### config.mk
export PLATFORM = sky130hd
export DESIGN_NAME = branch_resolver
export DESIGN_NICKNAME = d
export VERILOG_FILES = /design/src/include/cpu_settings.svh /design/src/verilog/cpu_pkg.sv /design/src/verilog/branch_resolver.sv
export SDC_FILE = /design/constraint.sdc
export NUM_CORES = 1
export LEC_CHECK = 0
export BUFFER_PORTS_ARGS = -buffer_cell sky130_fd_sc_hd__clkbuf_2
export CAP_MARGIN = 10
export CORE_UTILIZATION = 44
export DETAILED_ROUTE_END_ITERATION = 8
export PLACE_DENSITY = 0.87
export SYNTH_ARGS = -nofsm -noshare
export SYNTH_HDL_FRONTEND = slang
export SYNTH_SLANG_ARGS = --single-unit
export TNS_END_PERCENT = 10
### constraint.sdc
create_clock -name vclk -period 4.38
set_input_delay 0.876 -clock vclk [all_inputs]
set_output_delay 0.876 -clock vclk [all_outputs]
set_load 0.005 [all_outputs]
### src/include/cpu_settings.svh
`ifndef CPU_SETTINGS_SVH
`define CPU_SETTINGS_SVH

// cause codes, as in the MIPS32 cause register
`define EXCCODE_ADEL 5'h04
`define EXCCODE_ADES 5'h05
`define EXCCODE_SYS  5'h08
`define EXCCODE_BP   5'h09
`define EXCCODE_RI   5'h0a
`define EXCCODE_OV   5'h0c
`define EXCCODE_TR   5'h0d

// radix-2 divider, one quotient bit per step
`define DIV_STEPS 32

`endif

### src/verilog/cpu_pkg.sv
`default_nettype none

package cpu_pkg;

typedef enum logic [5:0] {
	OP_INVALID,
	OP_AND, OP_OR, OP_XOR, OP_NOR, OP_LUI,
	OP_ADD, OP_ADDU, OP_SUB, OP_SUBU,
	OP_SLL, OP_SLLV, OP_SRL, OP_SRLV, OP_SRA, OP_SRAV,
	OP_SLT, OP_SLTU, OP_CLZ, OP_CLO, OP_MOVZ, OP_MOVN,
	OP_MFHI, OP_MFLO, OP_MTHI, OP_MTLO,
	OP_MUL, OP_MULT, OP_MULTU, OP_DIV, OP_DIVU,
	OP_TEQ, OP_TNE, OP_TGE, OP_TLT, OP_TGEU, OP_TLTU,
	OP_SYSCALL, OP_BREAK,
	OP_BEQ, OP_BNE, OP_BLTZ, OP_BGEZ, OP_BGTZ, OP_BLEZ, OP_BLTZAL, OP_BGEZAL,
	OP_J, OP_JAL, OP_JR, OP_JALR,
	OP_LB, OP_LBU, OP_LH, OP_LHU, OP_LW, OP_SB, OP_SH, OP_SW
} oper_t;

// same word seen as R format or I format
typedef union packed {
	struct packed {
		logic [5:0] opcode;
		logic [4:0] rs;
		logic [4:0] rt;
		logic [4:0] rd;
		logic [4:0] shamt;
		logic [5:0] funct;
	} r;
	struct packed {
		logic [5:0]  opcode;
		logic [4:0]  rs;
		logic [4:0]  rt;
		logic [15:0] imm16;
	} i;
} instr_t;

typedef struct packed {
	logic        valid;
	logic [4:0]  exc_code;
	logic [31:0] extra;
} exception_t;

typedef struct packed {
	logic        read;
	logic        write;
	logic [31:0] vaddr;
	logic [3:0]  byteenable;
	logic [31:0] wrdata;
} mem_req_t;

typedef struct packed {
	logic        valid;
	logic        taken;
	logic [31:0] target;
} branch_resolved_t;

typedef struct packed {
	logic             valid;
	logic [31:0]      pc;
	logic [4:0]       rd;
	logic [31:0]      result;
	exception_t       ex;
	mem_req_t         memreq;
	branch_resolved_t branch;
} exec_result_t;

endpackage

`default_nettype wire

### src/verilog/branch_resolver.sv
`timescale 1ns/1ps
`default_nettype none

module branch_resolver (
	input  cpu_pkg::oper_t            op,
	input  logic [31:0]               pc,
	input  logic [31:0]               reg1,
	input  logic [31:0]               reg2,
	input  cpu_pkg::instr_t           instr,
	output cpu_pkg::branch_resolved_t resolved
);
import cpu_pkg::*;

logic [31:0] pc4;
logic [31:0] br_target;
logic        reg1_zero;

assign pc4 = pc + 32'd4;
assign br_target = pc4 + {{14{instr.i.imm16[15]}}, instr.i.imm16, 2'b00};
assign reg1_zero = reg1 == '0;

always_comb begin
	resolved.valid  = 1'b1;
	resolved.taken  = 1'b0;
	resolved.target = br_target;
	case (op)
		OP_BEQ:             resolved.taken = reg1 == reg2;
		OP_BNE:             resolved.taken = reg1 != reg2;
		OP_BLTZ, OP_BLTZAL: resolved.taken = reg1[31];
		OP_BGEZ, OP_BGEZAL: resolved.taken = ~reg1[31];
		OP_BGTZ:            resolved.taken = ~reg1[31] & ~reg1_zero;
		OP_BLEZ:            resolved.taken = reg1[31] | reg1_zero;
		OP_J, OP_JAL: begin
			// stays inside the current 256 MB region
			resolved.taken  = 1'b1;
			resolved.target = {pc4[31:28], instr[25:0], 2'b00};
		end
		OP_JR, OP_JALR: begin
			resolved.taken  = 1'b1;
			resolved.target = reg1;
		end
		default: resolved.valid = 1'b0;
	endcase
end

endmodule

`default_nettype wire

==> impl_metrics.py <==
metrics = {
    "status": {
        "run_status": "complete, but fails checks",
        "failed_checks": "negative setup slack",
    },
    "synthesis": {
        "syn_area_per_cell_um2": 6.99,
        "ys_seq_area_frac": 0,
        "yosysWarnings": 0,
        "synthCells": 460,
        "ys_types": 69,
        "netlist_area_um2": 3220,
        "synth_top_area_frac": 0.121,
        "synth_area_leaders": "ha_1 12%, xnor2_1 12%, xor2_1 11%, a22oi_1 6.3%, o21ai_0 5.8%",
        "yosys.area.top_type": "ha_1",
        "synth_nets": 626,
    },
    "floorplan": {
        "num_rows": 30,
        "ioPinCount": 168,
        "fp.coreArea_um2": 6940,
        "die_area_um2": 7660,
        "chipWidth_um": 87.5,
        "die_y_um": 87.5,
        "start_util": 0.463,
    },
    "cells_and_area": {
        "seqCellArea_um2": 0,
        "final_common_cell": "clkbuf_2",
        "n_clock_buffer": 0,
        "antenna_cells": 0,
        "nNetsFinal": 883,
        "syn_to_final_growth_pct": 62.9,
        "postLayoutCoreUtil": 0.754,
        "fin_cells": 811,
        "fin_area_um2": 5240,
        "final_cell_mix": "154 x clkbuf_2, 109 x buf_4, 43 x nand2_1, 41 x xor2_1, 40 x xnor2_1",
        "seq_cell_count": 0,
        "drive_above_1_share": 0.476,
    },
    "grt": {
        "overflow": 0,
        "track_usage": 0.324,
        "grt_max_degree": 22,
        "antenna_found_initial": 0,
        "grt_pass1_vias": 4385,
        "grt_pass1_wl_um": 19800,
    },
    "placement": {
        "hpwl_um": 11200,
        "gp_congestion": 0.982,
        "pre_cts_slack_ns": -0.488,
        "port_buffers": 162,
        "dpl.cell_count": 798,
        "dpl_cell_area_um2": 4840,
    },
    "sta": {
        "setup-violations-final": 16,
        "slew_headroom": 0.434,
        "setup_ws_ns": -0.332,
        "rsz0062_at_grt": "true",
        "fin_crit_ns": 4.71,
        "slew_violations": 0,
        "finalCritPeriodShare": 1.08,
        "hold_viol": 0,
        "worst_slew_pin_slew_ns": 0.843,
        "clock.fmax_mhz": 212,
    },
    "power": {
        "p_comb_frac": 1.000,
        "swShare": 0.517,
        "pwr-share-clk": 0,
        "p_seq_frac": 0,
        "totalPowerFinal_mw": 0.726,
        "intPower_mw": 0.350,
        "p_sw_mw": 0.375,
        "p_leak_nw": 2.49,
        "vdd_drop_max_uv": 74.6,
        "power_density_nw_per_um2": 138,
    },
    "flow_run": {
        "drv_cap": 0,
    },
    "setup_path": {
        "crit_type": "in2out",
        "worstSetupStartpointType": "input port",
        "cp_max_fo": 5,
        "cp_data_arrival_time_ns": 3.84,
        "end_kind": "output pin",
        "cp.required_ns": 3.50,
    },
    "clock_network": {
        "ctsHoldBuffers": 0,
    },
    "route": {
        "avgRoutedWirePerCell_um": 17.6,
        "dr.pass1.iters": 5,
        "antenna_left": 0,
        "drc": 0,
        "post_drt_via_cell_ratio": 6.00,
        "num_vias": 4866,
        "wirelength_um": 14300,
        "drtIter0Drc": 363,
    },
    "worst_hold_path": {
        "hold_path.class": "in2out",
    },
}
kinds of logic (layout without fill, tap and decap cells):
kind of cell / count (synthesis) / count (layout) / share of synthesized area
multiplexers: 2 / 2 / 0.00622
adder cells (fa/ha/maj): 32 / 32 / 0.127
buffers and inverters: 29 / 284 / 0.0369
AO/OA/AOI/OAI: 152 / 152 / 0.324
AND/OR/NAND/NOR: 160 / 160 / 0.275
XOR/XNOR: 85 / 85 / 0.231
stage by stage:
stage	hold WS [ns]	TNS, ns
finish	2.06	-3.30
global route	2.09	-5.77
detailed placement	2.06	-5.68
floorplan	1.84	-0.0632
CTS	2.06	-3.69
global placement	2.04	-4.67
power by group through the flow:
stage	combinational (mW)	clock (mW)	sequential [mW]
floorplan	0.330	0	0
global placement	0.632	0	0
detailed placement	0.647	0	0
CTS	0.670	0	0
global route	0.776	0	0
finish	0.726	0	0
cells in the mapped netlist (4+ instances only):
| cell | number |
|---|---|
| nor4_1 | 16 |
| o21a_1 | 5 |
| inv_1 | 12 |
| nand3_1 | 17 |
| and4_1 | 4 |
| ha_1 | 31 |
| buf_2 | 4 |
| nor3_1 | 8 |
| nand4_1 | 17 |
| a21oi_1 | 29 |
| o21ai_1 | 4 |
| nor2_1 | 23 |
| and3_1 | 4 |
| xor2_1 | 41 |
| xnor2_1 | 44 |
| o211ai_1 | 4 |
| a211oi_1 | 4 |
| nand2_1 | 47 |
| a21o_1 | 13 |
| o21ai_0 | 37 |
| a22oi_1 | 27 |
| nand2b_1 | 4 |
| clkbuf_1 | 10 |
path summary, 6_finish.rpt:
path / from / to / slack, ns / cells past startpoint
setup / recovery: pc[2] / resolved[28] / -0.33 / 17
hold / removal: pc[1] / resolved[1] / 2.06 / 4
critical path, stage by stage:
cell and delay, ns:
buf_8 0.09, ha_4 0.13, and4_4 0.21, and3_4 0.23
and2b_2 0.21, nand4_1 0.12, xnor2_1 0.14, ha_1 0.41
nand3_1 0.20, nor4_4 0.20, a41oi_2 0.15, o311ai_1 0.13
a21oi_1 0.15, o21ai_1 0.23, xnor2_1 0.14, o21ai_1 0.07
clkbuf_2 0.15
layer usage:
metal	up-vias	GRT usage	share of wire
li1	2262	-	-
met1	2251	0.376	0.38
met2	279	0.596	0.49
met3	74	0.0322	0.079
met4	0	0.146	0.055
met5	-	0	0
timing repair:
| action | 4_1_cts | 5_1_grt |
|---|---|---|
| pin swaps | 25 | 34 |
| buffers inserted | 6 | 7 |
| endpoints found under the hold margin | 0 | 0 |
| endpoints found under the setup margin | 18 | 19 |
| cloned | 0 | 0 |
| resized for setup | 33 | 45 |
cell type report:
cell class	count	area (um2)
Fill cell	527	1710
Inverter	12	45.0
Multi-Input combinational cell	431	3400
Tap cell	96	120
Timing Repair Buffer	272	1670
Note: power is estimated with default switching activity, not from simulation.
