### config.mk
export PLATFORM = sky130hd
export DESIGN_NAME = count_bit
export DESIGN_NICKNAME = d
export VERILOG_FILES = /design/src/include/cpu_settings.svh /design/src/verilog/count_bit.sv
export SDC_FILE = /design/constraint.sdc
export NUM_CORES = 1
export LEC_CHECK = 0
export ABC_AREA = 1
export BUFFER_PORTS_ARGS = -buffer_cell sky130_fd_sc_hd__buf_2
export CAP_MARGIN = 0
export CORE_AREA = 2 2 41 43
export DETAILED_ROUTE_END_ITERATION = 7
export DIE_AREA = 0 0 43 45
export GPL_TIMING_DRIVEN = 0
export PLACE_DENSITY = 0.83
export RECOVER_POWER = 50
export SETUP_SLACK_MARGIN = 0.05
export SLEW_MARGIN = 20
export SYNTH_ARGS = -nofsm -noshare
export SYNTH_HDL_FRONTEND = slang
export SYNTH_SLANG_ARGS = --single-unit
### constraint.sdc
create_clock -name vclk -period 5.3
set_input_delay 0.795 -clock vclk [all_inputs]
set_output_delay 0.795 -clock vclk [all_outputs]
set_load 0.01 [all_outputs]
### src/include/cpu_settings.svh
`ifndef CPU_SETTINGS_SVH
`define CPU_SETTINGS_SVH

// cause codes, as in the MIPS32 cause register
`define EXCCODE_ADEL 5'h04
`define EXCCODE_ADES 5'h05
`define EXCCODE_SYS  5'h08
`define EXCCODE_BP   5'h09
`define EXCCODE_RI   5'h0a
`define EXCCODE_OV   5'h0c
`define EXCCODE_TR   5'h0d

// radix-2 divider, one quotient bit per step
`define DIV_STEPS 32

`endif

### src/verilog/count_bit.sv
`timescale 1ns/1ps
`default_nettype none

module count_bit (
	input  logic        bit_val,
	input  logic [31:0] val,
	output logic [5:0]  count
);

always_comb begin
	count = 6'd32;
	// last write wins, so the highest mismatch sets the count
	for (int i = 0; i < 32; i++) begin
		if (val[i] != bit_val)
			count = 6'(31 - i);
	end
end

endmodule

`default_nettype wire

==> results.yml, run 1 <==
setup_path:
  slowest_stage: "xnor2_1"
  crit_required_ns: 4.51
  endpoint_kind: "primary output"
  start_kind: "input port"
  cp_top_family: "simple AND/OR/NAND/NOR gates"
  crit_type: "in2out"
  critPathMaxFanout: 6
  arrival_ns: 2.68
  cp_common_cell: "nand2_1"
  crit_buf_inv: 2
  cpPeakStageDelay_ns: 0.23
pwr:
  peakVddDrop_v: 0.00005224
  pwr-share-seq: 0
  p_leak_nw: 0.4557
  p_sw_frac: 0.5266
  clkPwrFrac: 0
  p_sw_mw: 0.04747
  combPwrFrac: 1.000
  p_per_area_mw_per_mm2: 98.03
  intPower_mw: 0.04268
  finalPower_mw: 0.09015
synth:
  ys_warn_count: 0
  synth_top_cell_by_area: "xnor2_1"
  synthDistinctLibCells: 18
  avgSynthCellArea_um2: 5.572
  synth_nets: 161
  syn_inst: 128
  netlist_area_um2: 713.2
  synth_area_leaders: "xnor2_1, nand2_1, nor2_1"
  yosysSeqAreaShare: 0
  synth_top_area_frac: 0.3684
die:
  initial_core_util: 0.4847
  num_rows: 14
  fp.dieH_um: 45
  ios: 39
  coreArea_mm2: 0.001471
  die_width_um: 43
  die_area_mm2: 0.001935
sta:
  period_share: 0.6555
  report.final.setup_viol: 0
  fmax_ghz: 0.2878
  rsz0062_at_grt: "false"
  setup_tns_ns: 0
  final-hold-violation-count: 0
  slew_viol_final: 0
  slew-limit-headroom: 0.7614
  tightest_slew_ns: 0.3554
  period_needed_ns: 3.474
clock_network:
  cts_setup_buffers: 0
  cts_hold_buf: 0
  cts_resized: 0
layout:
  regArea_um2: 0
  num-fill-cells: 166
  num-clock-buffers: 0
  diodes: 0
  multiInputGateArea_um2: 618.1
  fin_util: 0.6250
  syn2layout_area_growth_pct: 28.95
  seq_cell_count: 0
  fin_nets: 201
  drive_gt1_frac: 0.2470
min_path:
  hold_class: "in2out"
global_routing:
  grt_max_degree: 11
  grt_util_all_layers: 0.1657
  grt_pass1_vias: 750
  antenna_found_initial: 0
  overflow: 0
  grt_pass1_wl_um: 2677
route:
  ant_nets: 0
  viasPerCell: 4.692
  wl_per_cell_um: 8.269
  route.vias.total: 854
  drc: 0
  dr_wl_met3_um: 102
  met1_length_um: 678
  drt-pass1-iter-count: 2
  route.met2.wl_um: 725
  drt-initial-drc-count: 1
  wirelength_um: 1505
  top_layer: "met3"
place:
  place.port_buffers: 38
  dpl.hpwl_um: 1359
  gp_congestion: 0.7358
run_status:
  outcome: "complete, no violations"
job:
  drv_cap: 0
per-stage QoR:
stage          cells  hold WS [ns]  setup WS (ns)  area (µm²)
3_3_place_gp     182         1.983          1.822       923.4
5_1_grt          182         2.009          1.424       919.6
3_5_place_dp     182         1.991          1.793       923.4
2_1_floorplan    128         1.760          2.050       713.2
4_1_cts          182         1.991          1.786       923.4
6_report         182         1.985          1.826       919.6
Yosys cell counts:
library cell and n:
a21oi_1 3, nand3_1 2, a21oi_2 1, inv_2 1, buf_12 1, nor3_1 3
nand4_1 1, a31oi_1 3, nor2_1 13, o21bai_1 1, nand2_1 53, inv_1 9
a311oi_1 1, buf_8 1, buf_6 2, xnor2_1 30, o31ai_1 1, o21ai_0 2
placed cells by master, fill, tap and decap left out, drive strengths merged, types with 3 or more instances in the layout:
cell type	count
inv	10
nor3	3
nor2	13
xnor2	30
a31oi	3
clkbuf	3
nand2	53
a21oi	4
buf	39
cell type report:
type                            instances  area share
Buffer                                  4     0.06259
Inverter                               10     0.04082
Timing Repair Buffer                   38      0.2027
Tap cell                               16     0.02177
Multi-Input combinational cell        114      0.6721
power by group through the flow:
stage               Sequential (mW)  Combinational [mW]  Clock (mW)
floorplan                         0              0.0669           0
global placement                  0              0.0885           0
detailed placement                0              0.0905           0
CTS                               0              0.0911           0
global route                      0               0.104           0
finish                            0              0.0902           0
kinds of logic after synthesis:
| group | share of synthesized area |
|---|---|
| and+or+nand+nor | 0.3912 |
| xor gates and xnor gates | 0.3684 |
| buffers and inverters | 0.1333 |
| AOI/OAI and AO/OA | 0.1070 |
per-layer routing:
| layer | global-route usage | up-vias |
|---|---|---|
| li1 | - | 474 |
| met1 | 0.2193 | 358 |
| met2 | 0.3152 | 22 |
| met3 | 0.01200 | 0 |
| met4 | 0 | 0 |
| met5 | 0 | - |
final timing paths:
| check | start | endpoint | slack, ns | depth (start not counted) |
|---|---|---|---|---|
| max | bit_val | count[0] | 1.83 | 29 |
| min | val[29] | count[0] | 1.99 | 5 |
Note: power is estimated with default switching activity, not from simulation.
==> run 2, diff against run 1 <==
CORE_AREA = 2 2 42 44   (was 2 2 41 43)
DIE_AREA = 0 0 44 46   (was 0 0 43 45)
PLACE_DENSITY = 0.79   (was 0.83)
clock period = 3.3 ns   (was 5.3 ns; I/O delays follow)
==> run 2 against run 1 <==
Final area up 7.5%. Wire length up 1.1%. Hold slack worse by 0.59 ns. Worst setup slack worse by 1.4 ns. Sequential share of layout area unchanged. Critical path depth down 1. Clock-buffer cell count unchanged. Cell count up 0.55%. Global-route usage down 1.4 points. Non-clock buffer count unchanged. Critical path type unchanged.
==> results.yml, run 2 (synthesized netlist as in run 1, its figures left out) <==
setup_path:
  cpPeakStageDelay_ns: 0.18
  slowest_stage: "xnor2_1"
  arrival_ns: 2.42
  endpoint_kind: "primary output"
  crit_type: "in2out"
  start_kind: "input port"
  critPathMaxFanout: 10
  crit_required_ns: 2.80
  startpoint: "bit_val"
  cp_common_cell: "nand2_1"
min_path:
  hold_class: "in2out"
  min_from: "val[31]"
route:
  drc: 0
  viasPerCell: 4.628
  drt-initial-drc-count: 6
  drt-pass1-iter-count: 4
  wl_per_cell_um: 8.311
  route.vias.total: 847
  wirelength_um: 1521
  ant_nets: 0
job:
  drv_cap: 0
global_routing:
  antenna_found_initial: 0
  grt_max_degree: 11
  grt_pass1_wl_um: 2525
  grt_util_all_layers: 0.1514
  overflow: 0
  grt_pass1_vias: 718
sta:
  rsz0062_at_grt: "true"
  period_share: 0.8830
  report.final.setup_viol: 0
  fmax_ghz: 0.3432
  slew_viol_final: 0
  tightest_slew_ns: 0.3192
  slew-limit-headroom: 0.7857
  final-hold-violation-count: 0
  period_needed_ns: 2.914
  setup_tns_ns: 0
pwr:
  p_leak_nw: 0.4834
  p_per_area_mw_per_mm2: 156.7
  finalPower_mw: 0.1549
  peakVddDrop_v: 0.00007184
layout:
  drive_gt1_frac: 0.3072
  design_area_um2: 988.4
  regArea_um2: 0
  layout_common_cells: "nand2_1, buf_2, xnor2_1, nor2_1, inv_1"
  num-clock-buffers: 0
  fin_nets: 201
  final_common_cell: "nand2_1"
  seq_cell_count: 0
  diodes: 0
  syn2layout_area_growth_pct: 38.60
place:
  place.port_buffers: 38
  placed_cell_area_um2: 924.6
  dpl.hpwl_um: 1318
  gp_congestion: 0.8065
die:
  fp.dieH_um: 46
  ios: 39
  coreArea_mm2: 0.001614
  die_area_mm2: 0.002024
  num_rows: 15
  die_width_um: 44
  initial_core_util: 0.4419
run_status:
  outcome: "complete, no violations"
clock_network:
  cts_hold_buf: 0
==> run 2: per-stage QoR <==
step	hold slack, ns	setup slack (ns)	utilization	std cells
6_report	1.393	0.3861	0.6124	183
5_1_grt	1.408	0.03440	0.6124	183
4_1_cts	1.389	0.3796	0.5729	183
3_5_place_dp	1.389	0.3990	0.5729	183
3_3_place_gp	1.380	0.4145	0.5729	183
2_1_floorplan	1.160	0.6499	-	128
==> run 2: worst max-delay path: cells and delay by family <==
kind	cells	cell delay [ns]
AND/OR/NAND/NOR	23	1.21
XOR/XNOR	1	0.18
buffers and inverters	3	0.40
AO/OA/AOI/OAI	1	0.12
==> run 2: routing by layer <==
| metal | global-route usage | wire length, µm | up-vias |
|---|---|---|---|
| li1 | - | - | 472 |
| met1 | 0.1884 | 654 | 347 |
| met2 | 0.3029 | 755 | 28 |
| met3 | 0.003968 | 110 | 0 |
| met4 | 0 | 0 | 0 |
| met5 | 0 | 0 | - |
==> run 2: layout make-up <==
class	count	area, µm²
buffer	4	66.31
fill	167	625.6
inverter	10	50.05
multi-input combinational	114	658.1
tap	17	21.27
timing repair buffer	38	192.7
==> run 2: worst paths after layout <==
| kind | cells after the start | slack [ns] | to |
|---|---|---|---|
| hold / removal | 5 | 1.39 | count[0] |
| setup / recovery | 28 | 0.39 | count[0] |
==> run 2: power breakdown <==
group	switching, mW	internal (mW)	leakage, nW	total (mW)
combinational	0.0809	0.0741	0.483	0.155
sequential	0	0	0	0
clock	0	0	0	0
total	0.0809	0.0741	0.483	0.155
==> run 2: repair_timing <==
item                       4_1_cts  5_1_grt
setup endpoints to repair        0        1
setup buffers                    0        0
gates resized for setup          0       20
