## src/include/cpu_settings.svh

```systemverilog
`ifndef CPU_SETTINGS_SVH
`define CPU_SETTINGS_SVH

// cause codes, as in the MIPS32 cause register
`define EXCCODE_ADEL 5'h04
`define EXCCODE_ADES 5'h05
`define EXCCODE_SYS  5'h08
`define EXCCODE_BP   5'h09
`define EXCCODE_RI   5'h0a
`define EXCCODE_OV   5'h0c
`define EXCCODE_TR   5'h0d

// radix-2 divider, one quotient bit per step
`define DIV_STEPS 32

`endif

```

## src/verilog/cpu_pkg.sv

```systemverilog
`default_nettype none

package cpu_pkg;

typedef enum logic [5:0] {
	OP_INVALID,
	OP_AND, OP_OR, OP_XOR, OP_NOR, OP_LUI,
	OP_ADD, OP_ADDU, OP_SUB, OP_SUBU,
	OP_SLL, OP_SLLV, OP_SRL, OP_SRLV, OP_SRA, OP_SRAV,
	OP_SLT, OP_SLTU, OP_CLZ, OP_CLO, OP_MOVZ, OP_MOVN,
	OP_MFHI, OP_MFLO, OP_MTHI, OP_MTLO,
	OP_MUL, OP_MULT, OP_MULTU, OP_DIV, OP_DIVU,
	OP_TEQ, OP_TNE, OP_TGE, OP_TLT, OP_TGEU, OP_TLTU,
	OP_SYSCALL, OP_BREAK,
	OP_BEQ, OP_BNE, OP_BLTZ, OP_BGEZ, OP_BGTZ, OP_BLEZ, OP_BLTZAL, OP_BGEZAL,
	OP_J, OP_JAL, OP_JR, OP_JALR,
	OP_LB, OP_LBU, OP_LH, OP_LHU, OP_LW, OP_SB, OP_SH, OP_SW
} oper_t;

// same word seen as R format or I format
typedef union packed {
	struct packed {
		logic [5:0] opcode;
		logic [4:0] rs;
		logic [4:0] rt;
		logic [4:0] rd;
		logic [4:0] shamt;
		logic [5:0] funct;
	} r;
	struct packed {
		logic [5:0]  opcode;
		logic [4:0]  rs;
		logic [4:0]  rt;
		logic [15:0] imm16;
	} i;
} instr_t;

typedef struct packed {
	logic        valid;
	logic [4:0]  exc_code;
	logic [31:0] extra;
} exception_t;

typedef struct packed {
	logic        read;
	logic        write;
	logic [31:0] vaddr;
	logic [3:0]  byteenable;
	logic [31:0] wrdata;
} mem_req_t;

typedef struct packed {
	logic        valid;
	logic        taken;
	logic [31:0] target;
} branch_resolved_t;

typedef struct packed {
	logic             valid;
	logic [31:0]      pc;
	logic [4:0]       rd;
	logic [31:0]      result;
	exception_t       ex;
	mem_req_t         memreq;
	branch_resolved_t branch;
} exec_result_t;

endpackage

`default_nettype wire

```

## src/verilog/muldiv_if.sv

```systemverilog
`timescale 1ns/1ps
`default_nettype none

interface muldiv_if;
import cpu_pkg::*;

logic        start;
oper_t       op;
logic [31:0] a;
logic [31:0] b;
logic        busy;
// {hi, lo}
logic [63:0] hilo;
logic [31:0] mul_word;

modport exec (
	output start, op, a, b,
	input  busy, hilo, mul_word
);

modport unit (
	input  start, op, a, b,
	output busy, hilo, mul_word
);

endinterface

`default_nettype wire

```

## src/verilog/instr_exec.sv

```systemverilog
`timescale 1ns/1ps
`default_nettype none
`include "cpu_settings.svh"

module instr_exec #(
	parameter int HAS_DIV = 1
) (
	input  logic                      clk,
	input  logic                      rst,
	input  logic                      in_valid,
	input  cpu_pkg::oper_t            op,
	input  cpu_pkg::instr_t           instr,
	input  logic [31:0]               pc,
	input  logic [31:0]               reg1,
	input  logic [31:0]               reg2,
	muldiv_if.exec                    md,
	output logic                      mthi_we,
	output logic                      mtlo_we,
	output logic [31:0]               mt_wdata,
	input  logic [5:0]                clz_cnt,
	input  logic [5:0]                clo_cnt,
	input  cpu_pkg::branch_resolved_t branch,
	output cpu_pkg::exec_result_t     result
);
import cpu_pkg::*;

logic         accept;
logic         invalid;
logic [31:0]  add_u;
logic [31:0]  sub_u;
logic [31:0]  vaddr;
logic [31:0]  exec_ret;
logic         ov;
logic         signed_lt;
logic         unsigned_lt;
logic         is_load;
logic         trap_valid;
logic         addr_err;
logic [4:0]   rd;
exception_t   ex;
mem_req_t     memreq;
exec_result_t nxt;

assign accept = in_valid & ~md.busy;
assign invalid = op == OP_INVALID || (HAS_DIV == 0 && (op == OP_DIV || op == OP_DIVU));

assign md.start = accept & ~invalid & (op inside {OP_MULT, OP_MULTU, OP_DIV, OP_DIVU});
assign md.op = op;
assign md.a = reg1;
assign md.b = reg2;
assign mthi_we = accept & (op == OP_MTHI);
assign mtlo_we = accept & (op == OP_MTLO);
assign mt_wdata = reg1;

assign add_u = reg1 + reg2;
assign sub_u = reg1 - reg2;
assign ov = (op == OP_ADD && reg1[31] == reg2[31] && reg1[31] != add_u[31])
	|| (op == OP_SUB && reg1[31] != reg2[31] && reg1[31] != sub_u[31]);
assign signed_lt = (reg1[31] != reg2[31]) ? reg1[31] : sub_u[31];
assign unsigned_lt = reg1 < reg2;

always_comb begin
	case (op)
		OP_LUI:  exec_ret = {instr.i.imm16, 16'h0000};
		OP_AND:  exec_ret = reg1 & reg2;
		OP_OR:   exec_ret = reg1 | reg2;
		OP_XOR:  exec_ret = reg1 ^ reg2;
		OP_NOR:  exec_ret = ~(reg1 | reg2);
		OP_ADD, OP_ADDU: exec_ret = add_u;
		OP_SUB, OP_SUBU: exec_ret = sub_u;
		OP_SLL:  exec_ret = reg2 << instr.r.shamt;
		OP_SLLV: exec_ret = reg2 << reg1[4:0];
		OP_SRL:  exec_ret = reg2 >> instr.r.shamt;
		OP_SRLV: exec_ret = reg2 >> reg1[4:0];
		OP_SRA:  exec_ret = $signed(reg2) >>> instr.r.shamt;
		OP_SRAV: exec_ret = $signed(reg2) >>> reg1[4:0];
		OP_SLT:  exec_ret = {31'd0, signed_lt};
		OP_SLTU: exec_ret = {31'd0, unsigned_lt};
		OP_CLZ:  exec_ret = {26'd0, clz_cnt};
		OP_CLO:  exec_ret = {26'd0, clo_cnt};
		OP_MOVZ, OP_MOVN: exec_ret = reg1;
		OP_MFHI: exec_ret = md.hilo[63:32];
		OP_MFLO: exec_ret = md.hilo[31:0];
		OP_MUL:  exec_ret = md.mul_word;
		// link skips the delay slot
		OP_JAL, OP_JALR, OP_BLTZAL, OP_BGEZAL: exec_ret = pc + 32'd8;
		default: exec_ret = '0;
	endcase
end

// memory request
assign vaddr = reg1 + {{16{instr.i.imm16[15]}}, instr.i.imm16};
assign is_load = op inside {OP_LB, OP_LBU, OP_LH, OP_LHU, OP_LW};

always_comb begin
	memreq.read       = is_load;
	memreq.vaddr      = vaddr;
	memreq.wrdata     = '0;
	memreq.byteenable = 4'b0000;
	addr_err          = 1'b0;
	case (op)
		OP_LB, OP_LBU, OP_SB: begin
			memreq.wrdata     = reg2 << {vaddr[1:0], 3'b000};
			memreq.byteenable = 4'b0001 << vaddr[1:0];
		end
		OP_LH, OP_LHU, OP_SH: begin
			memreq.wrdata     = vaddr[1] ? {reg2[15:0], 16'h0000} : reg2;
			memreq.byteenable = vaddr[1] ? 4'b1100 : 4'b0011;
			addr_err          = vaddr[0];
		end
		OP_LW, OP_SW: begin
			memreq.wrdata     = reg2;
			memreq.byteenable = 4'b1111;
			addr_err          = |vaddr[1:0];
		end
		default: ;
	endcase
	memreq.write = (op inside {OP_SB, OP_SH, OP_SW}) & ~addr_err;
end

always_comb begin
	case (op)
		OP_TEQ:  trap_valid = reg1 == reg2;
		OP_TNE:  trap_valid = reg1 != reg2;
		OP_TGE:  trap_valid = ~signed_lt;
		OP_TLT:  trap_valid = signed_lt;
		OP_TGEU: trap_valid = ~unsigned_lt;
		OP_TLTU: trap_valid = unsigned_lt;
		default: trap_valid = 1'b0;
	endcase
end

// exception priority
always_comb begin
	ex = '0;
	ex.valid = invalid | trap_valid | ov | addr_err
		| (op == OP_BREAK) | (op == OP_SYSCALL);
	if (invalid)
		ex.exc_code = `EXCCODE_RI;
	else if (trap_valid)
		ex.exc_code = `EXCCODE_TR;
	else if (op == OP_BREAK)
		ex.exc_code = `EXCCODE_BP;
	else if (op == OP_SYSCALL)
		ex.exc_code = `EXCCODE_SYS;
	else if (ov)
		ex.exc_code = `EXCCODE_OV;
	else if (addr_err) begin
		ex.exc_code = is_load ? `EXCCODE_ADEL : `EXCCODE_ADES;
		ex.extra    = vaddr;
	end
end

// destination register, zero when nothing is written
always_comb begin
	case (op)
		OP_LUI, OP_LB, OP_LBU, OP_LH, OP_LHU, OP_LW: rd = instr.i.rt;
		OP_JAL, OP_BLTZAL, OP_BGEZAL: rd = 5'd31;
		OP_MOVZ: rd = (reg2 == '0) ? instr.r.rd : 5'd0;
		OP_MOVN: rd = (reg2 != '0) ? instr.r.rd : 5'd0;
		OP_AND, OP_OR, OP_XOR, OP_NOR, OP_ADD, OP_ADDU, OP_SUB, OP_SUBU,
		OP_SLL, OP_SLLV, OP_SRL, OP_SRLV, OP_SRA, OP_SRAV, OP_SLT, OP_SLTU,
		OP_CLZ, OP_CLO, OP_MFHI, OP_MFLO, OP_MUL, OP_JALR:
			rd = instr.r.rd;
		default: rd = 5'd0;
	endcase
	if (ex.valid)
		rd = 5'd0;
end

always_comb begin
	nxt.valid  = 1'b1;
	nxt.pc     = pc;
	nxt.rd     = rd;
	nxt.result = exec_ret;
	nxt.ex     = ex;
	nxt.memreq = memreq;
	nxt.branch = branch;
end

always_ff @(posedge clk) begin
	if (accept)
		result <= nxt;
	if (rst)
		result.valid <= 1'b0;
	else
		result.valid <= accept;
end

endmodule

`default_nettype wire

```

## src/flat_wrapper.sv

```systemverilog
// flat-port wrapper written by rule: the top's interface ports become plain ports
module instr_exec_flat import cpu_pkg::*;
#(
	parameter int HAS_DIV = 1
)
  (clk, rst, in_valid, op, instr, pc, reg1, reg2, mthi_we, mtlo_we, mt_wdata, clz_cnt, clo_cnt, branch, result, md_start, md_op, md_a, md_b, md_busy, md_hilo, md_mul_word);
  muldiv_if md_i ();
  input  logic clk;
  input  logic rst;
  input  logic in_valid;
  input  cpu_pkg::oper_t op;
  input  cpu_pkg::instr_t instr;
  input  logic [31:0] pc;
  input  logic [31:0] reg1;
  input  logic [31:0] reg2;
  output logic mthi_we;
  output logic mtlo_we;
  output logic [31:0] mt_wdata;
  input  logic [5:0] clz_cnt;
  input  logic [5:0] clo_cnt;
  input  cpu_pkg::branch_resolved_t branch;
  output cpu_pkg::exec_result_t result;
  output wire logic [$bits(md_i.start)-1:0] md_start;
  output wire logic [$bits(md_i.op)-1:0] md_op;
  output wire logic [$bits(md_i.a)-1:0] md_a;
  output wire logic [$bits(md_i.b)-1:0] md_b;
  input wire logic [$bits(md_i.busy)-1:0] md_busy;
  input wire logic [$bits(md_i.hilo)-1:0] md_hilo;
  input wire logic [$bits(md_i.mul_word)-1:0] md_mul_word;
  assign md_start = md_i.start;
  assign md_op = md_i.op;
  assign md_a = md_i.a;
  assign md_b = md_i.b;
  assign md_i.busy = md_busy;
  assign md_i.hilo = md_hilo;
  assign md_i.mul_word = md_mul_word;
  instr_exec #(.HAS_DIV(HAS_DIV)) u_core (.clk(clk), .rst(rst), .in_valid(in_valid), .op(op), .instr(instr), .pc(pc), .reg1(reg1), .reg2(reg2), .md(md_i), .mthi_we(mthi_we), .mtlo_we(mtlo_we), .mt_wdata(mt_wdata), .clz_cnt(clz_cnt), .clo_cnt(clo_cnt), .branch(branch), .result(result));
endmodule
```

## config.mk

```make
export PLATFORM = sky130hd
export DESIGN_NAME = instr_exec_flat
export DESIGN_NICKNAME = d
export VERILOG_FILES = /design/src/verilog/cpu_pkg.sv /design/src/verilog/muldiv_if.sv /design/src/verilog/instr_exec.sv /design/src/flat_wrapper.sv
export VERILOG_INCLUDE_DIRS = /design/src /design/src/include
export SDC_FILE = /design/constraint.sdc
export NUM_CORES = 1
export LEC_CHECK = 0
export BUFFER_PORTS_ARGS = -buffer_cell sky130_fd_sc_hd__buf_4
export CORE_MARGIN = 3
export CORE_UTILIZATION = 31
export DETAILED_ROUTE_END_ITERATION = 8
export SLEW_MARGIN = 5
export SYNTH_ARGS = -nofsm -noshare
export SYNTH_HDL_FRONTEND = slang
export SYNTH_SLANG_ARGS = --single-unit
```

## constraint.sdc

```tcl
create_clock -name clk -period 16.4 [get_ports clk]
set_input_delay 1.64 -clock clk [delete_from_list [all_inputs] [get_ports clk]]
set_output_delay 1.64 -clock clk [all_outputs]
set_load 0.01 [all_outputs]
```

==> results_dict.tcl <==
set metrics [dict create \
    path_cells "buf_4 -> inv_1 -> ha_1 -> o21bai_1 -> a21oi_1 -> o311ai_1 -> a311oi_1 -> o311ai_2 -> a31oi_2 -> buf_4 -> o311ai_2 -> o21a_1 -> a211oi_1 -> fa_1 -> inv_1 -> o22a_1 -> nor2_1 -> a221oi_1 -> nand4_1 -> a21oi_1 -> o21ai_0 -> a211oi_1 -> nand4b_1" \
    cpMaxStageDelayCell "o311ai_1" \
    post_drt_wl_per_cell_um 35.2 \
    fmax_ghz 0.130 \
    tightestPinTransition_ns 1.43 \
    switching_share 0.381 \
    period_needed_ns 7.69 \
    path_clk_slew_ns 0.06 \
    cts_tree "yes" \
    vdd_drop_max_mv 0.0716 \
    ant_nets 0 \
    rows 99 \
    synth_cell_types 99 \
    synth_area_mm2 0.0231 \
    grt_pass1_vias 23200 \
    status "complete, no violations" \
    wirelength_um 142000 \
    grt.overflow.total 0 \
    largest-register "u_core.result" \
    syn_nets 3108 \
    hold_ws_ns 1.22 \
    hold_viol 0 \
    fin_ws_ns 8.71 \
    yosys.area.top_type "edfxtp_1" \
    coreArea_mm2 0.0735 \
    p_int_w 0.00128 \
    viasPerCell 6.35 \
    largest_registers "u_core.result x211" \
    max_slew_margin 0.0422 \
    final.setup.tns_ns 0 \
    die_area_mm2 0.0779 \
    setup_viol 0 \
    io_buffer_count 584 \
    synthFlopType "edfxtp_1" \
    path_class "in2reg" \
    drive_gt1_frac 0.257 \
    syn_area_per_cell_um2 8.58 \
    finish.utilization 0.386 \
    power_density_mw_per_mm2 73.2 \
    firstDrtPassIters 6 \
    min_from "branch[21]" \
    fillCellCount 7545 \
    clockBufferDepth 3 \
    p_leak_nw 11.6 \
    cap_violations 0 \
    worst_setup_path_end_kind "register" \
    grt_max_degree 86 \
    nets 3458 \
    place_congestion 1.09 \
    required_ns 16.70 \
    p_sw_w 0.000789 \
    pin_count 597 \
    cts_root_buf "clkbuf_16" \
    cpPeakStageDelay_ns 0.67 \
    cts_buffers 27 \
    drv_slew 0 \
    async_reset_ff_frac 0 \
    yosysWarnings 0 \
    htree_levels 1 \
    yosys.area.top_type_share 0.273 \
    yosys_register_bits 211 \
    start_util 0.315 \
    synth-edff-count 210 \
    grt_util_all_layers 0.346 \
    cp-startpoint "reg2[1]" \
    largest_reg_flops 211 \
    cp_max_fo 16 \
    drc 0 \
    clkSinkCount 211 \
    cp-start-kind "input port" \
    synth_seq_area_share 0.274 \
    synthTopCellsByArea "edfxtp_1 27%, mux2i_1 7.3%, ha_1 7.1%" \
    p_clk_frac 0.289 \
    hpwl_um 111000 \
    cts_resized 0 \
    grt_pass1_wl_um 192000 \
    hold_path_class "in2reg" \
    post-place-ws_ns 8.44 \
    p_comb_frac 0.394 \
    rsz0062_at_grt "no" \
    power_frac_seq 0.317 \
    vias 25600 \
    areaGrowthSynthToFinish_pct 22.7 \
    die_h_um 279 \
    antenna_found_initial 10 \
    syn_inst 2692 \
    die_w_um 279 \
    cp.arrival_ns 7.99 \
    holdBufCountCts 0 \
    finalCritPeriodShare 0.469 \
    post_cts_buffers 0 \
    drt_iter0_markers 3781 \
]
==> routing by layer <==
layer  vias up  wire [um]  share of wire  GRT usage
met4        12       6440          0.045      0.133
met1     12500      57900           0.41      0.472
li1      10900          -              -          -
met2      1838      59300           0.42      0.509
met5         -        117        0.00083    0.00672
met3       280      18000           0.13      0.106
==> metrics by stage <==
stage | power (W) | cells | cell area, um^2
finish | 0.00207 | 4025 | 28300
global route | 0.00214 | 4023 | 28300
CTS | 0.00206 | 4021 | 28300
detailed placement | 0.00145 | 3972 | 27500
global placement | 0.00145 | 3972 | 27500
floorplan | 0.00110 | 2692 | 23100
==> cell families after synthesis <==
family          share of synthesized area
compound gates                      0.262
simple gates                        0.161
buf+inv                            0.0922
mux                                 0.113
flops                               0.274
fa+ha+maj                          0.0749
xor+xnor                           0.0227
other cells                      0.000162
==> power groups by stage <==
stage          sequential, W  clock [W]  combinational, W
2_1_floorplan       0.000693          0          0.000405
3_3_place_gp        0.000667          0          0.000787
3_5_place_dp        0.000668          0          0.000785
4_1_cts             0.000658   0.000611          0.000789
5_1_grt             0.000661   0.000634          0.000847
6_report            0.000657   0.000600          0.000817
==> synth_stat cells, types with 16 or more instances <==
| library cell | count |
|---|---|
| a21oi_1 | 224 |
| edfxtp_1 | 210 |
| nor2_1 | 183 |
| nand2_1 | 178 |
| mux2i_1 | 168 |
| clkbuf_1 | 136 |
| o21ai_0 | 135 |
| ha_1 | 132 |
| buf_4 | 113 |
| inv_1 | 113 |
| nand3_1 | 85 |
| nor3_1 | 65 |
| and2_1 | 49 |
| a211oi_1 | 43 |
| a221oi_1 | 43 |
| a22oi_1 | 43 |
| o211ai_1 | 43 |
| buf_2 | 40 |
| xnor2_1 | 37 |
| nand4_1 | 34 |
| nor2b_1 | 32 |
| mux2_2 | 30 |
| a21o_1 | 29 |
| a221o_1 | 28 |
| nor4_1 | 28 |
| mux4_2 | 26 |
| xor2_1 | 23 |
| a222oi_1 | 22 |
| o21a_1 | 21 |
| a22o_1 | 20 |
| o22ai_1 | 20 |
| o21bai_1 | 19 |
| or3_1 | 19 |
| o221ai_1 | 18 |
| nand2b_1 | 17 |
| buf_1 | 16 |
==> cells in the final DEF (no fill, tap or decap), types with 15 or more instances in the layout <==
| cell type | synthesis | final |
|---|---|---|
| buf_4 | 113 | 634 |
| a21oi_1 | 224 | 224 |
| edfxtp_1 | 210 | 210 |
| nor2_1 | 183 | 181 |
| nand2_1 | 178 | 178 |
| mux2i_1 | 168 | 166 |
| o21ai_0 | 135 | 132 |
| ha_1 | 132 | 132 |
| inv_1 | 113 | 112 |
| nand3_1 | 85 | 84 |
| nor3_1 | 65 | 62 |
| and2_1 | 49 | 49 |
| a211oi_1 | 43 | 43 |
| o211ai_1 | 43 | 43 |
| a22oi_1 | 43 | 43 |
| a221oi_1 | 43 | 43 |
| xnor2_1 | 37 | 37 |
| nand4_1 | 34 | 34 |
| nor2b_1 | 32 | 32 |
| mux2_2 | 30 | 30 |
| a21o_1 | 29 | 29 |
| a221o_1 | 28 | 28 |
| clkbuf_16 | 0 | 27 |
| nor4_1 | 28 | 26 |
| mux4_2 | 26 | 26 |
| xor2_1 | 23 | 23 |
| a222oi_1 | 22 | 22 |
| o21a_1 | 21 | 21 |
| a22o_1 | 20 | 20 |
| o22ai_1 | 20 | 20 |
| o21bai_1 | 19 | 19 |
| or3_1 | 19 | 18 |
| o221ai_1 | 18 | 18 |
| nand2b_1 | 17 | 17 |
| or2_2 | 15 | 15 |
| a31oi_1 | 15 | 15 |
| o21ai_1 | 14 | 15 |
| and3_1 | 15 | 15 |
==> final cells by class <==
class / instances / area, um^2 / share of cell area
Antenna cell: 4 / 10.0 / 0.000353
Clock buffer: 31 / 691 / 0.0244
Clock inverter: 18 / 185 / 0.00653
Inverter: 114 / 435 / 0.0154
Multi-Input combinational cell: 2054 / 14700 / 0.520
Sequential cell: 211 / 6330 / 0.223
Tap cell: 959 / 1200 / 0.0423
Timing Repair Buffer: 634 / 4760 / 0.168
==> critical path: cells and delay by family <==
| family | cells | cell delay (ns) |
|---|---|---|
| compound gates | 14 | 4.07 |
| fa+ha+maj | 2 | 0.84 |
| buf+inv | 4 | 0.90 |
| simple gates | 3 | 0.48 |
==> worst paths after layout <==
kind                                       end  slack, ns  depth (start not counted)
setup / recovery  u_core.result[142]$_DFFE_PP_       8.71                         23
hold / removal     u_core.result[21]$_DFFE_PP_       1.22                          1
No activity file was read; power rests on OpenSTA's default activity.
